--- src/design/joy_port_pkg.sv ---
package joy_port_pkg;

	// ========================================
	// gamepad side
	// ========================================

	// 16-bit button word from the host, one bit per button
	typedef logic [15:0] pad_word_t;

	// first fire button
	localparam int PAD_FIRE_BIT = 4;

	// signed analog axis
	// -128 full left / up, 127 full right / down
	typedef logic signed [7:0] axis_t;

	// saturation bounds for accumulated positions
	localparam axis_t AXIS_MIN = axis_t'(-128);
	localparam axis_t AXIS_MAX = axis_t'(127);

	// ========================================
	// emulated analog port
	// ========================================

	// 12-bit word seen by the emulated ADC
	// upper byte is 127 - v modulo 256, so inverted offset binary
	// low nibble repeats the top nibble of that byte
	typedef logic [11:0] adc_word_t;

	// conversion of a centred axis
	// 127 - 0 = 0x7f, then 0x7 appended
	localparam adc_word_t ADC_CENTER = 12'h7f7;

endpackage

--- src/design/mouse_pkt_pkg.sv ---
package mouse_pkt_pkg;

	// ========================================
	// host mouse packet
	// ========================================

	// 25-bit packet as delivered by the host bridge
	// [24]    strobe, toggles once per new packet
	// [23:17] low bits of y delta
	// [15:9]  low bits of x delta
	// [5]     y sign
	// [4]     x sign
	// [1:0]   right / left buttons
	typedef logic [24:0] mouse_pkt_t;

	// toggle marks a fresh packet
	localparam int MOUSE_STB_BIT = 24;

	// button positions
	localparam int MOUSE_BTN_LEFT  = 0;
	localparam int MOUSE_BTN_RIGHT = 1;

	// sign bits for the two deltas
	localparam int MOUSE_XSIGN_BIT = 4;
	localparam int MOUSE_YSIGN_BIT = 5;

	// start of the 7 low delta bits
	localparam int MOUSE_DX_LSB  = 9;
	localparam int MOUSE_DY_LSB  = 17;
	localparam int MOUSE_DELTA_W = 7;

	// ========================================
	// motion arithmetic
	// ========================================

	// sign bit doubled in front of 7 delta bits
	typedef logic signed [8:0] mouse_delta_t;

	// position plus clamped delta, wide enough to saturate afterwards
	typedef logic signed [9:0] mouse_sum_t;

	// per-packet clamp
	localparam int MOUSE_STEP_LIMIT_DEF = 10;

endpackage

--- src/design/beeb_joy_front.sv ---
module beeb_joy_front
	import mouse_pkt_pkg::*;
	import joy_port_pkg::*;
#(
	parameter int MOUSE_STEP_LIMIT = MOUSE_STEP_LIMIT_DEF
) (
	input  logic       clk_sys,
	input  logic       arst_n,
	// host side
	input  mouse_pkt_t mouse_pkt,
	input  pad_word_t  pad1_buttons,
	input  pad_word_t  pad2_buttons,
	input  axis_t      pad1_x,
	input  axis_t      pad1_y,
	input  axis_t      pad2_x,
	input  axis_t      pad2_y,
	// menu controls
	input  logic       mouse_disable,
	input  logic       swap_ports,
	input  logic       soft_reset,
	// emulated analog ports
	output adc_word_t  port1_x,
	output adc_word_t  port1_y,
	output adc_word_t  port2_x,
	output adc_word_t  port2_y,
	output logic       port1_fire_n,
	output logic       port2_fire_n
);

	// ========================================
	// tracker to mapper
	// ========================================

	logic  mouse_mode;
	axis_t mouse_x;
	axis_t mouse_y;
	logic  mouse_fire;

	// packet to position, one cycle
	mouse_axis_tracker #(
		.STEP_LIMIT (MOUSE_STEP_LIMIT)
	) u_tracker (
		.clk_sys       (clk_sys),
		.arst_n        (arst_n),
		.mouse_pkt     (mouse_pkt),
		.pad1_buttons  (pad1_buttons),
		.mouse_disable (mouse_disable),
		.soft_reset    (soft_reset),
		.mouse_mode    (mouse_mode),
		.mouse_x       (mouse_x),
		.mouse_y       (mouse_y),
		.mouse_fire    (mouse_fire)
	);

	// select, swap and convert, one more cycle
	joystick_port_mapper u_mapper (
		.clk_sys      (clk_sys),
		.arst_n       (arst_n),
		.mouse_mode   (mouse_mode),
		.mouse_x      (mouse_x),
		.mouse_y      (mouse_y),
		.mouse_fire   (mouse_fire),
		.pad1_buttons (pad1_buttons),
		.pad2_buttons (pad2_buttons),
		.pad1_x       (pad1_x),
		.pad1_y       (pad1_y),
		.pad2_x       (pad2_x),
		.pad2_y       (pad2_y),
		.swap_ports   (swap_ports),
		.port1_x      (port1_x),
		.port1_y      (port1_y),
		.port2_x      (port2_x),
		.port2_y      (port2_y),
		.port1_fire_n (port1_fire_n),
		.port2_fire_n (port2_fire_n)
	);

endmodule

--- src/design/joystick_port_mapper.sv ---
module joystick_port_mapper
	import joy_port_pkg::*;
(
	input  logic      clk_sys,
	input  logic      arst_n,
	input  logic      mouse_mode,
	input  axis_t     mouse_x,
	input  axis_t     mouse_y,
	input  logic      mouse_fire,
	input  pad_word_t pad1_buttons,
	input  pad_word_t pad2_buttons,
	input  axis_t     pad1_x,
	input  axis_t     pad1_y,
	input  axis_t     pad2_x,
	input  axis_t     pad2_y,
	input  logic      swap_ports,
	output adc_word_t port1_x,
	output adc_word_t port1_y,
	output adc_word_t port2_x,
	output adc_word_t port2_y,
	output logic      port1_fire_n,
	output logic      port2_fire_n
);

	// source a, mouse or gamepad 1
	axis_t a_x;
	axis_t a_y;
	logic  a_fire;
	// source b, always gamepad 2
	logic  b_fire;

	// after the swap
	axis_t sel1_x;
	axis_t sel1_y;
	axis_t sel2_x;
	axis_t sel2_y;
	logic  sel1_fire;
	logic  sel2_fire;

	// inverted offset binary
	// 127 - v wraps -128 to 0xff and 127 to 0x00
	function automatic adc_word_t to_adc(axis_t v);
		logic [7:0] b;
		b = 8'd127 - 8'(v);
		return {b, b[7:4]};
	endfunction

	// ========================================
	// source selection
	// ========================================

	always_comb begin
		if (mouse_mode) begin
			a_x    = mouse_x;
			a_y    = mouse_y;
			a_fire = mouse_fire;
		end else begin
			a_x    = pad1_x;
			a_y    = pad1_y;
			a_fire = pad1_buttons[PAD_FIRE_BIT];
		end
	end

	assign b_fire = pad2_buttons[PAD_FIRE_BIT];

	// swap exchanges whole ports, axes and fire together
	always_comb begin
		if (swap_ports) begin
			sel1_x    = pad2_x;
			sel1_y    = pad2_y;
			sel1_fire = b_fire;
			sel2_x    = a_x;
			sel2_y    = a_y;
			sel2_fire = a_fire;
		end else begin
			sel1_x    = a_x;
			sel1_y    = a_y;
			sel1_fire = a_fire;
			sel2_x    = pad2_x;
			sel2_y    = pad2_y;
			sel2_fire = b_fire;
		end
	end

	// ========================================
	// output registers
	// ========================================

	// idle ports read as centred, fire released
	always_ff @(posedge clk_sys or negedge arst_n) begin
		if (!arst_n) begin
			port1_x      <= ADC_CENTER;
			port1_y      <= ADC_CENTER;
			port2_x      <= ADC_CENTER;
			port2_y      <= ADC_CENTER;
			port1_fire_n <= 1'b1;
			port2_fire_n <= 1'b1;
		end else begin
			port1_x      <= to_adc(sel1_x);
			port1_y      <= to_adc(sel1_y);
			port2_x      <= to_adc(sel2_x);
			port2_y      <= to_adc(sel2_y);
			// emulated port expects fire active low
			port1_fire_n <= ~sel1_fire;
			port2_fire_n <= ~sel2_fire;
		end
	end

	// unswapped port 2 follows gamepad 2 fire one cycle later
	port2_fire_unswapped: assert property (
		@(posedge clk_sys) disable iff (!arst_n)
		!swap_ports |=> (port2_fire_n == !$past(pad2_buttons[PAD_FIRE_BIT]))
	);

endmodule

--- src/design/mouse_axis_tracker.sv ---
module mouse_axis_tracker
	import mouse_pkt_pkg::*;
	import joy_port_pkg::*;
#(
	parameter int STEP_LIMIT = MOUSE_STEP_LIMIT_DEF
) (
	input  logic       clk_sys,
	input  logic       arst_n,
	input  mouse_pkt_t mouse_pkt,
	input  pad_word_t  pad1_buttons,
	input  logic       mouse_disable,
	input  logic       soft_reset,
	output logic       mouse_mode,
	output axis_t      mouse_x,
	output axis_t      mouse_y,
	output logic       mouse_fire
);

	// clamp bounds in delta width
	localparam mouse_delta_t STEP_POS = mouse_delta_t'(STEP_LIMIT);
	localparam mouse_delta_t STEP_NEG = mouse_delta_t'(-STEP_LIMIT);

	// strobe level at the previous edge
	logic stb_prev;
	// new packet this cycle
	logic pkt_new;
	// any source that hands port a back to gamepad 1
	logic clear_req;

	mouse_delta_t dx_raw;
	mouse_delta_t dy_raw;
	mouse_delta_t dx_step;
	mouse_delta_t dy_step;
	mouse_sum_t   x_sum;
	mouse_sum_t   y_sum;

	// limit one packet to +/- STEP_LIMIT
	function automatic mouse_delta_t clamp_step(mouse_delta_t d);
		if (d > STEP_POS) begin
			return STEP_POS;
		end else if (d < STEP_NEG) begin
			return STEP_NEG;
		end
		return d;
	endfunction

	// pin to the signed 8-bit range
	function automatic axis_t sat_axis(mouse_sum_t s);
		if (s > mouse_sum_t'(AXIS_MAX)) begin
			return AXIS_MAX;
		end else if (s < mouse_sum_t'(AXIS_MIN)) begin
			return AXIS_MIN;
		end
		return axis_t'(s);
	endfunction

	// ========================================
	// packet decode
	// ========================================

	// packet counts on any strobe change
	assign pkt_new = stb_prev != mouse_pkt[MOUSE_STB_BIT];

	// pad activity wins over the mouse
	assign clear_req = (pad1_buttons != '0) || soft_reset || mouse_disable;

	// sign repeated twice, then the 7 low bits
	assign dx_raw = {mouse_pkt[MOUSE_XSIGN_BIT], mouse_pkt[MOUSE_XSIGN_BIT],
		mouse_pkt[MOUSE_DX_LSB +: MOUSE_DELTA_W]};
	assign dy_raw = {mouse_pkt[MOUSE_YSIGN_BIT], mouse_pkt[MOUSE_YSIGN_BIT],
		mouse_pkt[MOUSE_DY_LSB +: MOUSE_DELTA_W]};

	assign dx_step = clamp_step(dx_raw);
	assign dy_step = clamp_step(dy_raw);

	// y axis of the port runs opposite to mouse dy
	assign x_sum = mouse_sum_t'(mouse_x) + mouse_sum_t'(dx_step);
	assign y_sum = mouse_sum_t'(mouse_y) - mouse_sum_t'(dy_step);

	// ========================================
	// position state
	// ========================================

	always_ff @(posedge clk_sys or negedge arst_n) begin
		if (!arst_n) begin
			stb_prev   <= 1'b0;
			mouse_mode <= 1'b0;
			mouse_x    <= '0;
			mouse_y    <= '0;
			mouse_fire <= 1'b0;
		end else begin
			stb_prev <= mouse_pkt[MOUSE_STB_BIT];
			// clear beats a packet landing in the same cycle
			if (clear_req) begin
				mouse_mode <= 1'b0;
				mouse_x    <= '0;
				mouse_y    <= '0;
				mouse_fire <= 1'b0;
			end else if (pkt_new) begin
				mouse_mode <= 1'b1;
				mouse_x    <= sat_axis(x_sum);
				mouse_y    <= sat_axis(y_sum);
				// either button fires
				mouse_fire <= mouse_pkt[MOUSE_BTN_LEFT] | mouse_pkt[MOUSE_BTN_RIGHT];
			end
		end
	end

	// ========================================
	// checks
	// ========================================

	// clamp bound has to fit a 7-bit magnitude
	step_limit_range: assert property (
		@(posedge clk_sys) (STEP_LIMIT >= 1) && (STEP_LIMIT <= 127)
	);

	// mapper must see the gamepad source one cycle after a clear
	clear_drops_mode: assert property (
		@(posedge clk_sys) disable iff (!arst_n)
		clear_req |=> !mouse_mode
	);

endmodule

--- config.mk ---
export PLATFORM = sky130hd
export DESIGN_NAME = beeb_joy_front
export DESIGN_NICKNAME = d
export VERILOG_FILES = /design/src/design/joy_port_pkg.sv /design/src/design/mouse_pkt_pkg.sv /design/src/design/beeb_joy_front.sv /design/src/design/joystick_port_mapper.sv /design/src/design/mouse_axis_tracker.sv
export SDC_FILE = /design/constraint.sdc
export NUM_CORES = 1
export LEC_CHECK = 0
export ABC_AREA = 1
export ABC_CLOCK_PERIOD_IN_PS = 2300
export BUFFER_PORTS_ARGS = -buffer_cell sky130_fd_sc_hd__buf_2
export CAP_MARGIN = 5
export CORE_ASPECT_RATIO = 1.75
export CORE_MARGIN = 4
export CORE_UTILIZATION = 30
export CTS_BUF_LIST = sky130_fd_sc_hd__clkbuf_8
export CTS_CLUSTER_DIAMETER = 50
export DETAILED_ROUTE_END_ITERATION = 16
export GPL_ROUTABILITY_DRIVEN = 0
export SYNTH_ARGS = -nofsm -noshare
export SYNTH_HDL_FRONTEND = slang
export SYNTH_SLANG_ARGS = --single-unit
--- constraint.sdc ---
create_clock -name clk_sys -period 2.3 [get_ports clk_sys]
set_clock_uncertainty 0.1 [all_clocks]
set_input_delay 0.115 -clock clk_sys [delete_from_list [all_inputs] [get_ports clk_sys]]
set_output_delay 0.115 -clock clk_sys [all_outputs]
set_load 0.02 [all_outputs]
# After elaboration in Yosys (flattened, before gate mapping)

Cells that the tools add are included.

Output and inout bits: 50
Register bits after elaboration: 69
Input port bits: 94
Word-level logic and storage cells: 74

Bitwise gates (word level): 3
Equality and inequality tests: 1
Order comparisons: 8
Reductions and logical operators: 4
Muxes and demuxes: 41
Add/sub/neg operators: 6

Operators by type and width:

| cell                                                                             | count |
|---|---|
| 8-bit two-way mux                                                                | 16 |
| 9-bit two-way mux                                                                | 6 |
| 7-bit by 8-bit subtractor with 8-bit output, first input constant                | 4 |
| 10-bit by 8-bit greater-than comparator with 1-bit output, second input constant | 2 |
| 10-bit by 8-bit less-than comparator with 1-bit output, second input constant    | 2 |
| 1-bit two-way mux                                                                | 19 |
| 8-bit by 5-bit greater-than comparator with 1-bit output, second input constant  | 2 |
| 8-bit by 5-bit less-than comparator with 1-bit output, second input constant     | 2 |
| 16-bit nonzero test                                                              | 1 |
| 8-bit by 9-bit adder with 10-bit output                                          | 1 |
| 8-bit by 9-bit subtractor with 10-bit output                                     | 1 |
| 1-bit logical OR                                                                 | 2 |
| 1-bit NOT                                                                        | 2 |
| 2-bit nonzero test                                                               | 1 |
| 1-bit != test                                                                    | 1 |
| 1-bit bitwise OR                                                                 | 1 |

# Depth between registers and ports, before layout

Gate-level depths: netlist of run 1.

Depth after elaboration: 13
Mapped depth: 20

# Cells and area by module

A second synthesis of run 1 with hierarchy kept.

Cell total of the unflattened synthesis: 509
Area total of the unflattened synthesis: 3737.3 µm²

By module, submodules not included:

| module               | area each (µm²) | cells each | instances | sequential area each (µm²) |
|---|---|---|---|---|
| mouse_axis_tracker   | 1939.4          | 292        | 1         | 475.5 |
| joystick_port_mapper | 1798.0          | 217        | 1         | 888.4 |

# Worst setup path before layout of run 1

OpenSTA, ideal clock, no wires.

Kind: input to register
From: input port mouse_pkt[9]
To: register u_tracker.mouse_x[2]
Cell stages on the path: 19
Arrival time: 2.312 ns
Setup slack: -0.228 ns
Path buffers: 1
Cell sequence: a21oi_1 nor2_1 o41ai_1 nand2_1 nor2_1 ha_1 inv_1 fa_1 nand3b_1 nand2_1 nand2_1 nand2_1 nand2_1 nand3_2 nand2_2 and2_4 buf_6 nand2_1 nand2_1

Cells in the longest elaborated chain, start to end: 13
Elaborated cells between the ends (all ways): 17
Classes of those cells: add/sub (1); order compare (4); mux (12)

RTL lines:

| what                                                   | line                      | RTL |
|---|---|---|
| start, declared                                        | beeb_joy_front.sv:10      | `input mouse_pkt_t mouse_pkt,` |
| 8-bit by 5-bit less-than comparator with 1-bit output  | mouse_axis_tracker.sv:41  | `end else if (d < STEP_NEG) begin` |
| 1-bit two-way mux                                      | mouse_axis_tracker.sv:41  |  |
| 1-bit two-way mux                                      | mouse_axis_tracker.sv:39  | `if (d > STEP_POS) begin` |
| 9-bit two-way mux *                                    | mouse_axis_tracker.sv:44  | `return d;` |
| 8-bit by 9-bit adder with 10-bit output *              | mouse_axis_tracker.sv:77  | `assign x_sum = mouse_sum_t'(mouse_x) + mouse_sum_t'(dx_step);` |
| 10-bit by 8-bit less-than comparator with 1-bit output | mouse_axis_tracker.sv:51  | `end else if (s < mouse_sum_t'(AXIS_MIN)) begin` |
| 1-bit two-way mux                                      | mouse_axis_tracker.sv:51  |  |
| 1-bit two-way mux                                      | mouse_axis_tracker.sv:49  | `if (s > mouse_sum_t'(AXIS_MAX)) begin` |
| 1-bit two-way mux                                      | mouse_axis_tracker.sv:99  | `end else if (pkt_new) begin` |
| 1-bit two-way mux                                      | mouse_axis_tracker.sv:94  | `if (clear_req) begin` |
| 8-bit two-way mux *                                    | mouse_axis_tracker.sv:54  | `return axis_t'(s);` |
| 8-bit two-way mux *                                    | mouse_axis_tracker.sv:99  |  |
| 8-bit two-way mux *                                    | mouse_axis_tracker.sv:94  |  |
| end signal, assigned                                   | mouse_axis_tracker.sv:101 | `mouse_x <= sat_axis(x_sum);` |
| end, declared                                          | mouse_axis_tracker.sv:14  | `output axis_t mouse_x,` |

Every way passes the cells marked *; elsewhere a longest branch is shown, timed or not. The select of a mux whose other input is x is not followed.
A chain may end at the register's enable or synchronous reset.

# Worst setup path after layout of run 1

From: input port mouse_pkt[9]
To: register u_tracker.mouse_x[5]

Same word-level chain as after synthesis.

==> results of run 1 <==
sequential cells by signal, indices dropped and copies added, names as in the netlist:
| signal | cells |
|---|---|
| u_mapper.port1_fire_n | 1 |
| u_mapper.port1_x | 8 |
| u_mapper.port1_y | 8 |
| u_mapper.port2_fire_n | 1 |
| u_mapper.port2_x | 8 |
| u_mapper.port2_y | 8 |
| u_tracker.mouse_fire | 1 |
| u_tracker.mouse_mode | 1 |
| u_tracker.mouse_x | 8 |
| u_tracker.mouse_y | 8 |
| u_tracker.stb_prev | 1 |
timing repair:
action	4_1_cts	5_1_grt
setup endpoints to repair	7	14
cloned	0	0
hold buffers	44	0
pin swaps	5	8
endpoints found under the hold margin	43	0
setup buffers	3	3
resized for setup	4	15
where the power goes:
part	internal (mW)	switching [mW]	leakage, nW
registers	1.01	0.0161	0.626
clock network	0.278	0.305	0.0549
logic	0.251	0.314	2.01
worst min-delay path: stages:
cell	delay [ps]
buf_2	100
nand2_1	50
nand2_1	70
o21ai_0	70
layout make-up:
cell class	instances	area, sq um	area share [%]
multi-input cells	337	1790	35.8
flip-flops and latches	53	1360	27.3
repair buffers	199	1320	26.3
inverters	67	251	5.04
well taps	135	169	3.38
clock buffers	7	96.3	1.93
clock inverters	1	8.76	0.175
per-stage QoR:
stage / utilization, % / setup TNS [ps] / cells / setup WS (ps) / area (sq um)
after global routing: 43.1 / -1450 / 799 / -219 / 4990
after CTS: 42.5 / -156 / 796 / -31.3 / 4920
final: 43.1 / 0 / 799 / 16.8 / 4990
after detailed placement: 37.4 / -4980 / 741 / -439 / 4340
after floorplan: - / -522 / 490 / -76.6 / 3560
after global placement: 37.4 / -3970 / 741 / -372 / 4340
cell usage in the layout, fill, tap and decap left out, drive strengths merged:
| cell | netlist | final |
|---|---|---|
| o41ai | 2 | 2 |
| nand2 | 185 | 185 |
| clkbuf | 13 | 7 |
| a31oi | 1 | 1 |
| o21ai | 50 | 50 |
| nand3 | 23 | 23 |
| xor2 | 6 | 6 |
| xnor2 | 3 | 3 |
| inv | 65 | 66 |
| buf | 20 | 155 |
| and2 | 2 | 2 |
| nor3 | 3 | 3 |
| a21boi | 1 | 1 |
| a21oi | 12 | 12 |
| or2 | 3 | 3 |
| ha | 16 | 16 |
| dfrtp | 23 | 23 |
| dfstp | 30 | 30 |
| nor2 | 24 | 24 |
| clkinv | 2 | 2 |
| nand3b | 3 | 3 |
| nor4 | 1 | 1 |
| dlygate4sd3 | 0 | 44 |
| fa | 2 | 2 |
cell families after synthesis:
group | after synthesis
XOR/XNOR | 9
AND/OR/NAND/NOR | 244
adder cells (fa/ha/maj) | 18
AO/OA/AOI/OAI | 66
buffers and inverters | 100
flip-flops | 53
metal layers:
layer | share of wire [%] | vias up | wire, um | GRT usage [%]
met5 | 0 | - | 0 | 0
met4 | 2.7 | 0 | 267 | 5.37
met3 | 3.4 | 20 | 329 | 1.93
met2 | 57 | 88 | 5610 | 29.4
met1 | 36 | 1684 | 3550 | 14.4
li1 | - | 1843 | - | -
how the worst max path moves through the flow:
stage	to	slack [ps]	start
2_1_floorplan	u_tracker.mouse_x[2]$_DFFE_PN0P_	-80	mouse_pkt[9]
6_report	u_tracker.mouse_x[5]$_DFFE_PN0P_	20	mouse_pkt[9]
5_1_grt	u_tracker.mouse_x[2]$_DFFE_PN0P_	-220	mouse_pkt[9]
3_3_place_gp	u_tracker.mouse_x[2]$_DFFE_PN0P_	-370	mouse_pkt[9]
3_5_place_dp	u_tracker.mouse_x[3]$_DFFE_PN0P_	-440	mouse_pkt[9]
4_1_cts	u_tracker.mouse_x[3]$_DFFE_PN0P_	-30	mouse_pkt[9]
==> results by group, run 1 <==
Run status
  – Status: completed

CTS
  – H-tree depth: 2
  – Worst-path clk slew: 100 ps
  – CTS max path bufs: 2
  – Cts bufs inserted: 5
  – Clock Latency Late Sink: 310 ps
  – CTS tree: yes
  – CTS Sinks: 53
  – CTS root buf: clkbuf_8

Detailed routing
  – DRC: 0
  – DR pass1 iterations: 4
  – Via count: 3,635
  – Via/cell ratio: 4.55
  – Routed Antenna Nets: 0
  – Initial DRC count: 146
  – Detailed Route WL: 9760 um
  – Wire per inst: 12.2 um

Floorplanning
  – I/O pins: 144
  – Starting Density: 30.5%
  – DIE HEIGHT: 152 um
  – Die Span X: 90.1 um
  – FP Rows: 52
  – Die area: 0.0137 sq mm
  – Core box area: 0.0116 sq mm

Yosys
  – Synth top area share: 22.3%
  – Main synth FF type: dfstp_2
  – Post-synth top area cell: dfstp_2
  – Post-synthesis simple-gate area fraction: 29.3%
  – Synth Area in Compound Gates: 10.2%
  – Mapped Avg Cell Area: 7.22 sq um
  – Post-synth EDFFs: 0
  – YS warnings: 0
  – Post-Syn Nets: 602
  – Most frequent cell after synthesis: nand2_1
  – Register area share after synthesis: 38.6%
  – Mapped Cells: 490
  – Post-synthesis mux area share: 0%
  – Netlist cell types: 34
  – Top post-synthesis cells by area: dfstp_2 22%, nand2_1 19%, dfrtp_1 16%, o21ai_0 6.9%, inv_1 6.8%
  – Adder-Cell Fraction of Synth Area: 6.79%
  – Xor and xnor area share after synthesis: 2.23%
  – Flops & latches, synth: 53
  – Combinational family with the most area after synthesis: simple AND/OR/NAND/NOR gates
  – Post-synth top cells: 177 x nand2_1, 64 x inv_1, 49 x o21ai_0
  – Area of the mapped netlist: 0.00354 sq mm
  – Asr flop ratio synth: 100%

GRT
  – Antenna violations before repair: 0
  – Vias in the first global route: 3,570
  – All-layer global routing usage: 14.3%
  – Largest net degree at the start of global routing: 39
  – GR Overflow Total: 0
  – First-pass GRT wire length: 16,200 um

Worst setup path
  – Crit path arrival time: 2390 ps
  – Critical path fanouts, max: 7
  – R2R Setup Slk: 220 ps
  – Slowest-stage cell, CP: fa_2
  – Critical path type: input port to register
  – Top Family by Delay on Critical Path: simple AND/OR/NAND/NOR gates
  – Crit path top cell by count: nand2_1
  – WP buf/inv: 2
  – Worst path max stage delay: 340 ps
  – Crit path capture type: register
  – Critical path depth: 19
  – Crit start category: input port
  – Critical R2R Launch: u_tracker.mouse_x[0]$_DFFE_PN0P_
  – Critical Path RT: 2410 ps
  – R2r endpoint: u_tracker.mouse_x[5]$_DFFE_PN0P_
  – Worst path cell trace: buf_6 -> a21oi_2 -> nor2_1 -> o41ai_2 -> nand2_1 -> nor2_1 -> ha_2 -> inv_2 -> fa_2 -> nand3b_1 -> nand2_1 -> nand2_1 -> nand2_1 -> nand2_2 -> nand3_2 -> nand2_2 -> and2_4 -> nand2_1 -> nand2_1
  – Worst-case reg-to-reg path depth: 13

Layout
  – Filler Cell Count: 1,156
  – Synthesis-to-finish area growth: 41.1%
  – Diodes inserted: 0
  – Share of cells above drive strength 1: 35.5%
  – # nets final: 775

Power
  – Power Dens Cells: 435 mW/mm^2
  – Max IR drop VDD: 0.000187 V
  – P_leak: 2.69 nW
  – Power Total: 2.17 mW

Worst hold path
  – Worst hold start: pad1_x[6]
  – Worst Hold Path EP: u_mapper.port1_x[10]$_DFF_PN1_
  – Min-delay worst type: input port to register
  – Hold depth: 4

STA
  – Fmax: 438 MHz
  – Worst Tran Pin Value: 902 ps
  – Final Cycle Share: 99.3%
  – Setup-failing EPs final: 0
  – Fin. Hold Viols: 0
  – Hold slack: 9.37 ps
  – RSZ-0062 raised after global routing: yes
  – Minimum clock period: 2280 ps
  – Slew headroom: 39.8%
  – Slew Limit Fails: 0

Run
  – Number of max-cap violations: 0

Placed design
  – Detailed placer's ending HPWL: 7750 um
  – Port buffer count: 122
(Power assumes the default switching activity.)
==> run 2, diff against run 1 <==
--- a/config.mk
+++ b/config.mk
@@ -18,4 +18,5 @@
 export GPL_ROUTABILITY_DRIVEN = 0
 export SYNTH_ARGS = -nofsm -noshare
 export SYNTH_HDL_FRONTEND = slang
+export SYNTH_HIERARCHICAL = 1
 export SYNTH_SLANG_ARGS = --single-unit
==> results by group, run 2 <==
Floorplanning
  – Die area: 0.0144 sq mm
  – Die Span X: 92.4 um
  – DIE HEIGHT: 156 um
  – I/O pins: 144
  – Starting Density: 30.8%
  – FP Rows: 53
  – Core box area: 0.0121 sq mm

GRT
  – Antenna violations before repair: 1
  – GR Overflow Total: 0
  – First-pass GRT wire length: 16,200 um
  – All-layer global routing usage: 13.8%
  – Largest net degree at the start of global routing: 35
  – Vias in the first global route: 3,743

Yosys
  – Post-synth top area cell: dfstp_2
  – Netlist cell types: 40
  – Register area share after synthesis: 36.5%
  – Post-synth top cells: 193 x nand2_1, 64 x inv_1, 54 x nand3_1
  – Mapped Cells: 509
  – Post-Syn Nets: 621
  – YS warnings: 6
  – Flops & latches, synth: 53
  – Post-synth EDFFs: 0
  – Top post-synthesis cells by area: dfstp_2 21%, nand2_1 19%, dfrtp_1 15%, nand3_1 7.2%, inv_1 6.4%
  – Asr flop ratio synth: 100%
  – Mapped Avg Cell Area: 7.34 sq um
  – Main synth FF type: dfstp_2
  – Synth top area share: 21.1%
  – Most frequent cell after synthesis: nand2_1
  – Area of the mapped netlist: 0.00374 sq mm

Worst setup path
  – WP buf/inv: 3
  – Slowest-stage cell, CP: o41ai_2
  – Critical path type: input port to register
  – Crit path capture type: register
  – Critical Path RT: 2440 ps
  – Worst path max stage delay: 370 ps
  – Worst path cell trace: buf_6 -> a21oi_2 -> nor2_1 -> o41ai_2 -> buf_4 -> buf_4 -> o21ai_0 -> ha_1 -> a21oi_1 -> nand2_2 -> nand2_2 -> nand2_1 -> nand2_1 -> nand3_2 -> a21oi_4 -> o21ai_1 -> nand2_1
  – Crit path arrival time: 2500 ps
  – Top Family by Delay on Critical Path: compound AO/OA/AOI/OAI gates
  – Crit start category: input port
  – Critical path fanouts, max: 7
  – Crit path top cell by count: nand2_1

Run status
  – Status: finished with violations
  – Failing checks: setup timing

STA
  – Fin. Hold Viols: 0
  – Setup ws final: -60.7 ps
  – Worst Tran Pin Value: 743 ps
  – RSZ-0062 raised after global routing: yes
  – Slew headroom: 50.5%
  – Fmax: 424 MHz
  – Setup-failing EPs final: 7
  – Slew Limit Fails: 0
  – Final Cycle Share: 103%
  – Minimum clock period: 2360 ps

Run
  – Number of max-cap violations: 0

CTS
  – Cts bufs inserted: 5
  – CTS root buf: clkbuf_8
  – Worst-path clk slew: 80 ps
  – H-tree depth: 2
  – CTS Sinks: 53
  – CTS tree: yes
  – CTS max path bufs: 2
  – Clock Latency Late Sink: 310 ps

Layout
  – Synthesis-to-finish area growth: 41.3%
  – Design area: 0.00528 sq mm
  – Share of cells above drive strength 1: 36.7%
  – Filler Cell Count: 1,198
  – Leading cell type in the layout, fill and taps excluded: nand2_1
  – Most frequent cells in the layout: 185 x nand2_1, 117 x buf_2, 64 x inv_1
  – # nets final: 800

Worst hold path
  – Min-delay worst type: input port to register

Detailed routing
  – Via count: 3,749
  – Detailed Route WL: 10,200 um
  – Initial DRC count: 125
  – DRC: 0
  – Routed Antenna Nets: 0
  – Via/cell ratio: 4.38
  – DR pass1 iterations: 6
  – Wire per inst: 11.9 um

Placed design
  – Port buffer count: 122
  – Post-DP Area: 0.00454 sq mm
  – DP Worst Slack: -402 ps
  – Detailed placer's ending HPWL: 7790 um

Power
  – Max IR drop VDD: 0.000239 V
  – Power Dens Cells: 410 mW/mm^2
  – Power Total: 2.17 mW
  – P_leak: 2.87 nW
-- run 2: changes by cell type in the layout (fill, tap and decap cells not counted), moves of 4 or more --
cell	delta
nand3_1	+29
o21ai_0	-39
buf_6	+4
dlygate4sd3_1	+5
nand2_1	+13
nand2_4	+7
nand3_2	+4
-- run 2: cell type report --
| cell class | count | area, sq um | area share (%) |
|---|---|---|---|
| diodes | 1 | 2.50 | 0.0474 |
| clock buffers | 6 | 82.6 | 1.56 |
| clock inverters | 2 | 7.51 | 0.142 |
| inverters | 69 | 267 | 5.05 |
| multi-input cells | 356 | 1970 | 37.3 |
| flip-flops and latches | 53 | 1360 | 25.8 |
| well taps | 165 | 206 | 3.91 |
| repair buffers | 203 | 1380 | 26.1 |
-- run 2: final timing paths --
path / end / slack [ps] / cells after the start / from
max in group asynchronous: u_mapper/port1_y[4]$_DFF_PN1_ / 1340 / 3 / arst_n
setup reg to reg: u_tracker/mouse_y[4]$_DFFE_PN0P_ / 160 / 14 / u_tracker/mouse_y[0]$_DFFE_PN0P_
hold reg to reg: u_tracker/mouse_fire$_DFFE_PN0P_ / 430 / 2 / u_tracker/mouse_fire$_DFFE_PN0P_
min in group asynchronous: u_tracker/stb_prev$_DFF_PN0_ / 130 / 2 / arst_n
setup / recovery: u_tracker/mouse_x[0]$_DFFE_PN0P_ / -60 / 17 / mouse_pkt[10]
hold / removal: u_tracker/mouse_fire$_DFFE_PN0P_ / 30 / 3 / mouse_pkt[0]
-- run 2: what timing repair did --
item	4_1_cts	5_1_grt
setup buffers	1	4
pin swaps	1	28
endpoints found under the setup margin	7	14
hold buffers	49	0
resized for setup	0	32
hold endpoints to repair	66	0
-- run 2: logic make-up (layout without fill, tap and decap cells) --
| group | count (synthesis) | after routing | share of synthesized area, % |
|---|---|---|---|
| compound gates | 32 | 32 | 5.83 |
| xor+xnor | 8 | 8 | 1.87 |
| fa+ha+maj | 18 | 18 | 6.43 |
| buf+inv | 100 | 280 | 13.5 |
| flops | 53 | 53 | 36.5 |
| other cells | 0 | 1 | 0 |
| simple gates | 298 | 298 | 35.9 |
-- run 2: metal layers --
metal / routed length [um] / GRT usage (%) / vias up / share of wire [%]
met5: 0 / 0 / - / 0
met4: 359 / 7.73 / 0 / 3.5
met3: 347 / 1.79 / 24 / 3.4
met2: 5890 / 27.2 / 97 / 58
met1: 3580 / 13.3 / 1710 / 35
li1: - / - / 1918 / -
-- run 2: power breakdown --
group / total, mW / internal, mW / switching (mW)
logic: 0.621 / 0.282 / 0.340
registers: 1.02 / 1.01 / 0.0160
clock network: 0.522 / 0.237 / 0.285
total: 2.17 / 1.53 / 0.641
-- run 2: through the flow --
step	util, %	cells	setup TNS, ps	hold slack, ps
CTS	42.2	850	0	4.47
global placement	37.4	792	-3790	-111
detailed placement	37.4	792	-4890	-103
floorplan	-	509	0	-281
finish	43.5	855	-305	28.1
global route	43.5	855	-1940	34.3
-- run 2: worst register-to-register path, cell delays in order, from the launching register on --
cell and delay [ps]:
dfrtp_1 410, inv_1 60, ha_2 190, fa_2 360
nand3b_1 200, nand2_2 100, nand2_1 60, nand2_1 60
nand2_1 70, inv_1 70, nand2_2 60, nand2_4 120
nand3_2 80, nand2_1 70, nand2_1 50
==> run 3, diff against run 2 <==
--- a/config.mk
+++ b/config.mk
@@ -11,11 +11,12 @@
 export CAP_MARGIN = 5
 export CORE_ASPECT_RATIO = 1.75
 export CORE_MARGIN = 4
-export CORE_UTILIZATION = 30
+export CORE_UTILIZATION = 45
 export CTS_BUF_LIST = sky130_fd_sc_hd__clkbuf_8
 export CTS_CLUSTER_DIAMETER = 50
 export DETAILED_ROUTE_END_ITERATION = 16
 export GPL_ROUTABILITY_DRIVEN = 0
+export PLACE_DENSITY = 0.74
 export SYNTH_ARGS = -nofsm -noshare
 export SYNTH_HDL_FRONTEND = slang
 export SYNTH_HIERARCHICAL = 1
==> results by group, run 3 (synthesis gave the netlist of run 2 again) <==
Run status
  – Status: finished with violations
  – Failing checks: setup timing

STA
  – Worst Tran Pin Value: 666 ps
  – RSZ-0062 raised after global routing: yes
  – Slew Limit Fails: 0
  – Setup ws final: -38.1 ps
  – Fmax: 428 MHz
  – Fin. Hold Viols: 0
  – Final Cycle Share: 102%
  – Minimum clock period: 2340 ps
  – Hold slack: 8.38 ps
  – Setup-failing EPs final: 6
  – Slew headroom: 55.6%
  – Setup TNS: -177 ps

CTS
  – Cts bufs inserted: 5
  – CTS max path bufs: 2
  – Clock Latency Late Sink: 310 ps
  – CTS Sinks: 53
  – CTS root buf: clkbuf_8
  – Worst-path clk slew: 80 ps
  – H-tree depth: 2
  – CTS tree: yes

Worst setup path
  – Critical path fanouts, max: 6
  – Worst path max stage delay: 360 ps
  – CP endpoint: u_tracker/mouse_x[4]$_DFFE_PN0P_
  – R2R Setup Slk: 180 ps
  – Critical R2R Launch: u_tracker/mouse_y[0]$_DFFE_PN0P_
  – Critical Path RT: 2400 ps
  – CP Launch Point: mouse_pkt[10]
  – R2r endpoint: u_tracker/mouse_y[4]$_DFFE_PN0P_
  – Worst path cell trace: buf_6 -> a21oi_2 -> nor2_1 -> o41ai_2 -> nand2_1 -> nor2_2 -> ha_2 -> inv_2 -> fa_2 -> inv_2 -> nand3_2 -> nand2_4 -> nand2_4 -> a21oi_4 -> nand2_2 -> nand2_4 -> nand3_2 -> nand2_1 -> nand2_1
  – WP buf/inv: 3
  – Crit path capture type: register
  – Top Family by Delay on Critical Path: simple AND/OR/NAND/NOR gates
  – Critical path depth: 19
  – Critical path type: input port to register
  – Slowest-stage cell, CP: fa_2
  – Crit path arrival time: 2440 ps
  – Crit start category: input port
  – Worst-case reg-to-reg path depth: 14

GRT
  – First-pass GRT wire length: 16,400 um
  – GR Overflow Total: 0
  – Vias in the first global route: 3,822
  – All-layer global routing usage: 20.2%
  – Largest net degree at the start of global routing: 54
  – Antenna violations before repair: 0

Placed design
  – Placed cell count: 716
  – Detailed placer's ending HPWL: 6980 um
  – Port buffer count: 122
  – Post-DP Area: 0.00445 sq mm

Power
  – Combinational power share: 27.7%
  – Internal Pwr Total: 1.64 mW
  – Psw: 652 uW
  – P_leak: 2.89 nW
  – Max IR drop VDD: 0.000264 V
  – Power Dens Cells: 432 mW/mm^2
  – Seq pwr share: 44.7%
  – Power Total: 2.29 mW
  – Clock Power Share: 27.6%
  – Switching part of the total: 28.4%

Layout
  – # nets final: 798
  – Share of cells above drive strength 1: 39.3%
  – Synthesis-to-finish area growth: 42.0%
  – Diodes inserted: 0
  – Design area: 0.00531 sq mm
  – Most frequent cells in the layout: 177 x nand2_1, 119 x buf_2, 60 x inv_1
  – Leading cell type in the layout, fill and taps excluded: nand2_1
  – Filler Cell Count: 656
  – Post-Layout Cell Count: 777

Floorplanning
  – Die area: 0.00988 sq mm
  – I/O pins: 144
  – Starting Density: 46.6%
  – FP Rows: 43
  – Core box area: 0.00802 sq mm
  – Die Span X: 76.9 um
  – DIE HEIGHT: 129 um

Detailed routing
  – DRC: 0
  – Via/cell ratio: 4.85
  – Initial DRC count: 186
  – Routed Antenna Nets: 0
  – Via count: 3,767
  – DR pass1 iterations: 4
  – Detailed Route WL: 9950 um
  – Wire per inst: 12.8 um

Run
  – Number of max-cap violations: 0

Worst hold path
  – Min-delay worst type: input port to register
[run 3: cell count changes in the layout (fill, tap and decap cells not counted), sizes merged]
cell	delta
inv	-1
diode	-1
bufinv	+1
buf	-2
[run 3: worst register-to-register path: stages, from the launching register on]
cell      delay (ps)
dfrtp_1          380
inv_1             50
ha_2             190
fa_2             360
nand3b_1         200
nand2_2          100
nand2_1           50
nand2_1           70
nand2_2           80
inv_2             60
nand2_2           50
nand2_4          100
nand3_2           80
nand2_1           90
nand2_1           60
[run 3: worst min path at each step]
stage	start	endpoint	slack, ps	depth (start not counted)
2_1_floorplan	arst_n	u_mapper/port1_x[3]$_DFF_PN0_	-280	0
3_3_place_gp	arst_n	u_tracker/mouse_fire$_DFFE_PN0P_	20	2
3_5_place_dp	arst_n	u_tracker/mouse_fire$_DFFE_PN0P_	20	2
4_1_cts	mouse_pkt[0]	u_tracker/mouse_fire$_DFFE_PN0P_	1	3
5_1_grt	mouse_pkt[0]	u_tracker/mouse_fire$_DFFE_PN0P_	20	3
6_report	mouse_pkt[0]	u_tracker/mouse_fire$_DFFE_PN0P_	8	3
[run 3: timing repair]
action,CTS,global route
buffers inserted,0,4
pin swaps,1,28
endpoints found under the setup margin,7,15
gates resized for setup,0,59
hold buffers,49,0
endpoints found under the hold margin,88,0
[run 3: final cells by class]
type	instances	area [sq um]	area share, %
Timing Repair Buffer	201	1370	25.8
Tap cell	90	113	2.12
Clock inverter	2	33.8	0.636
Clock buffer	6	82.6	1.56
Multi-Input combinational cell	356	2080	39.2
Sequential cell	53	1360	25.7
Inverter	69	267	5.02
[run 3: metal layers]
| metal | global-route usage (%) | share of wire [%] |
|---|---|---|
| met1 | 20.7 | 36 |
| met2 | 40.0 | 57 |
| met3 | 2.38 | 3.8 |
| met4 | 9.39 | 3.0 |
| met5 | 0 | 0 |
[run 3: per-stage QoR]
stage / utilization [%] / setup WS (ps)
final: 66.2 / -38.1
after global routing: 66.2 / -209
after CTS: 63.1 / 15.3
after detailed placement: 55.5 / -374
after global placement: 55.5 / -271
after floorplan: - / 16.2
[run 3: power by group through the flow]
stage | clock, mW | combinational (mW) | sequential, mW
finish | 0.633 | 0.636 | 1.03
global route | 0.680 | 0.697 | 1.03
CTS | 0.647 | 0.587 | 1.02
detailed placement | 0 | 0.512 | 1.04
global placement | 0 | 0.501 | 1.04
floorplan | 0 | 0.262 | 1.11
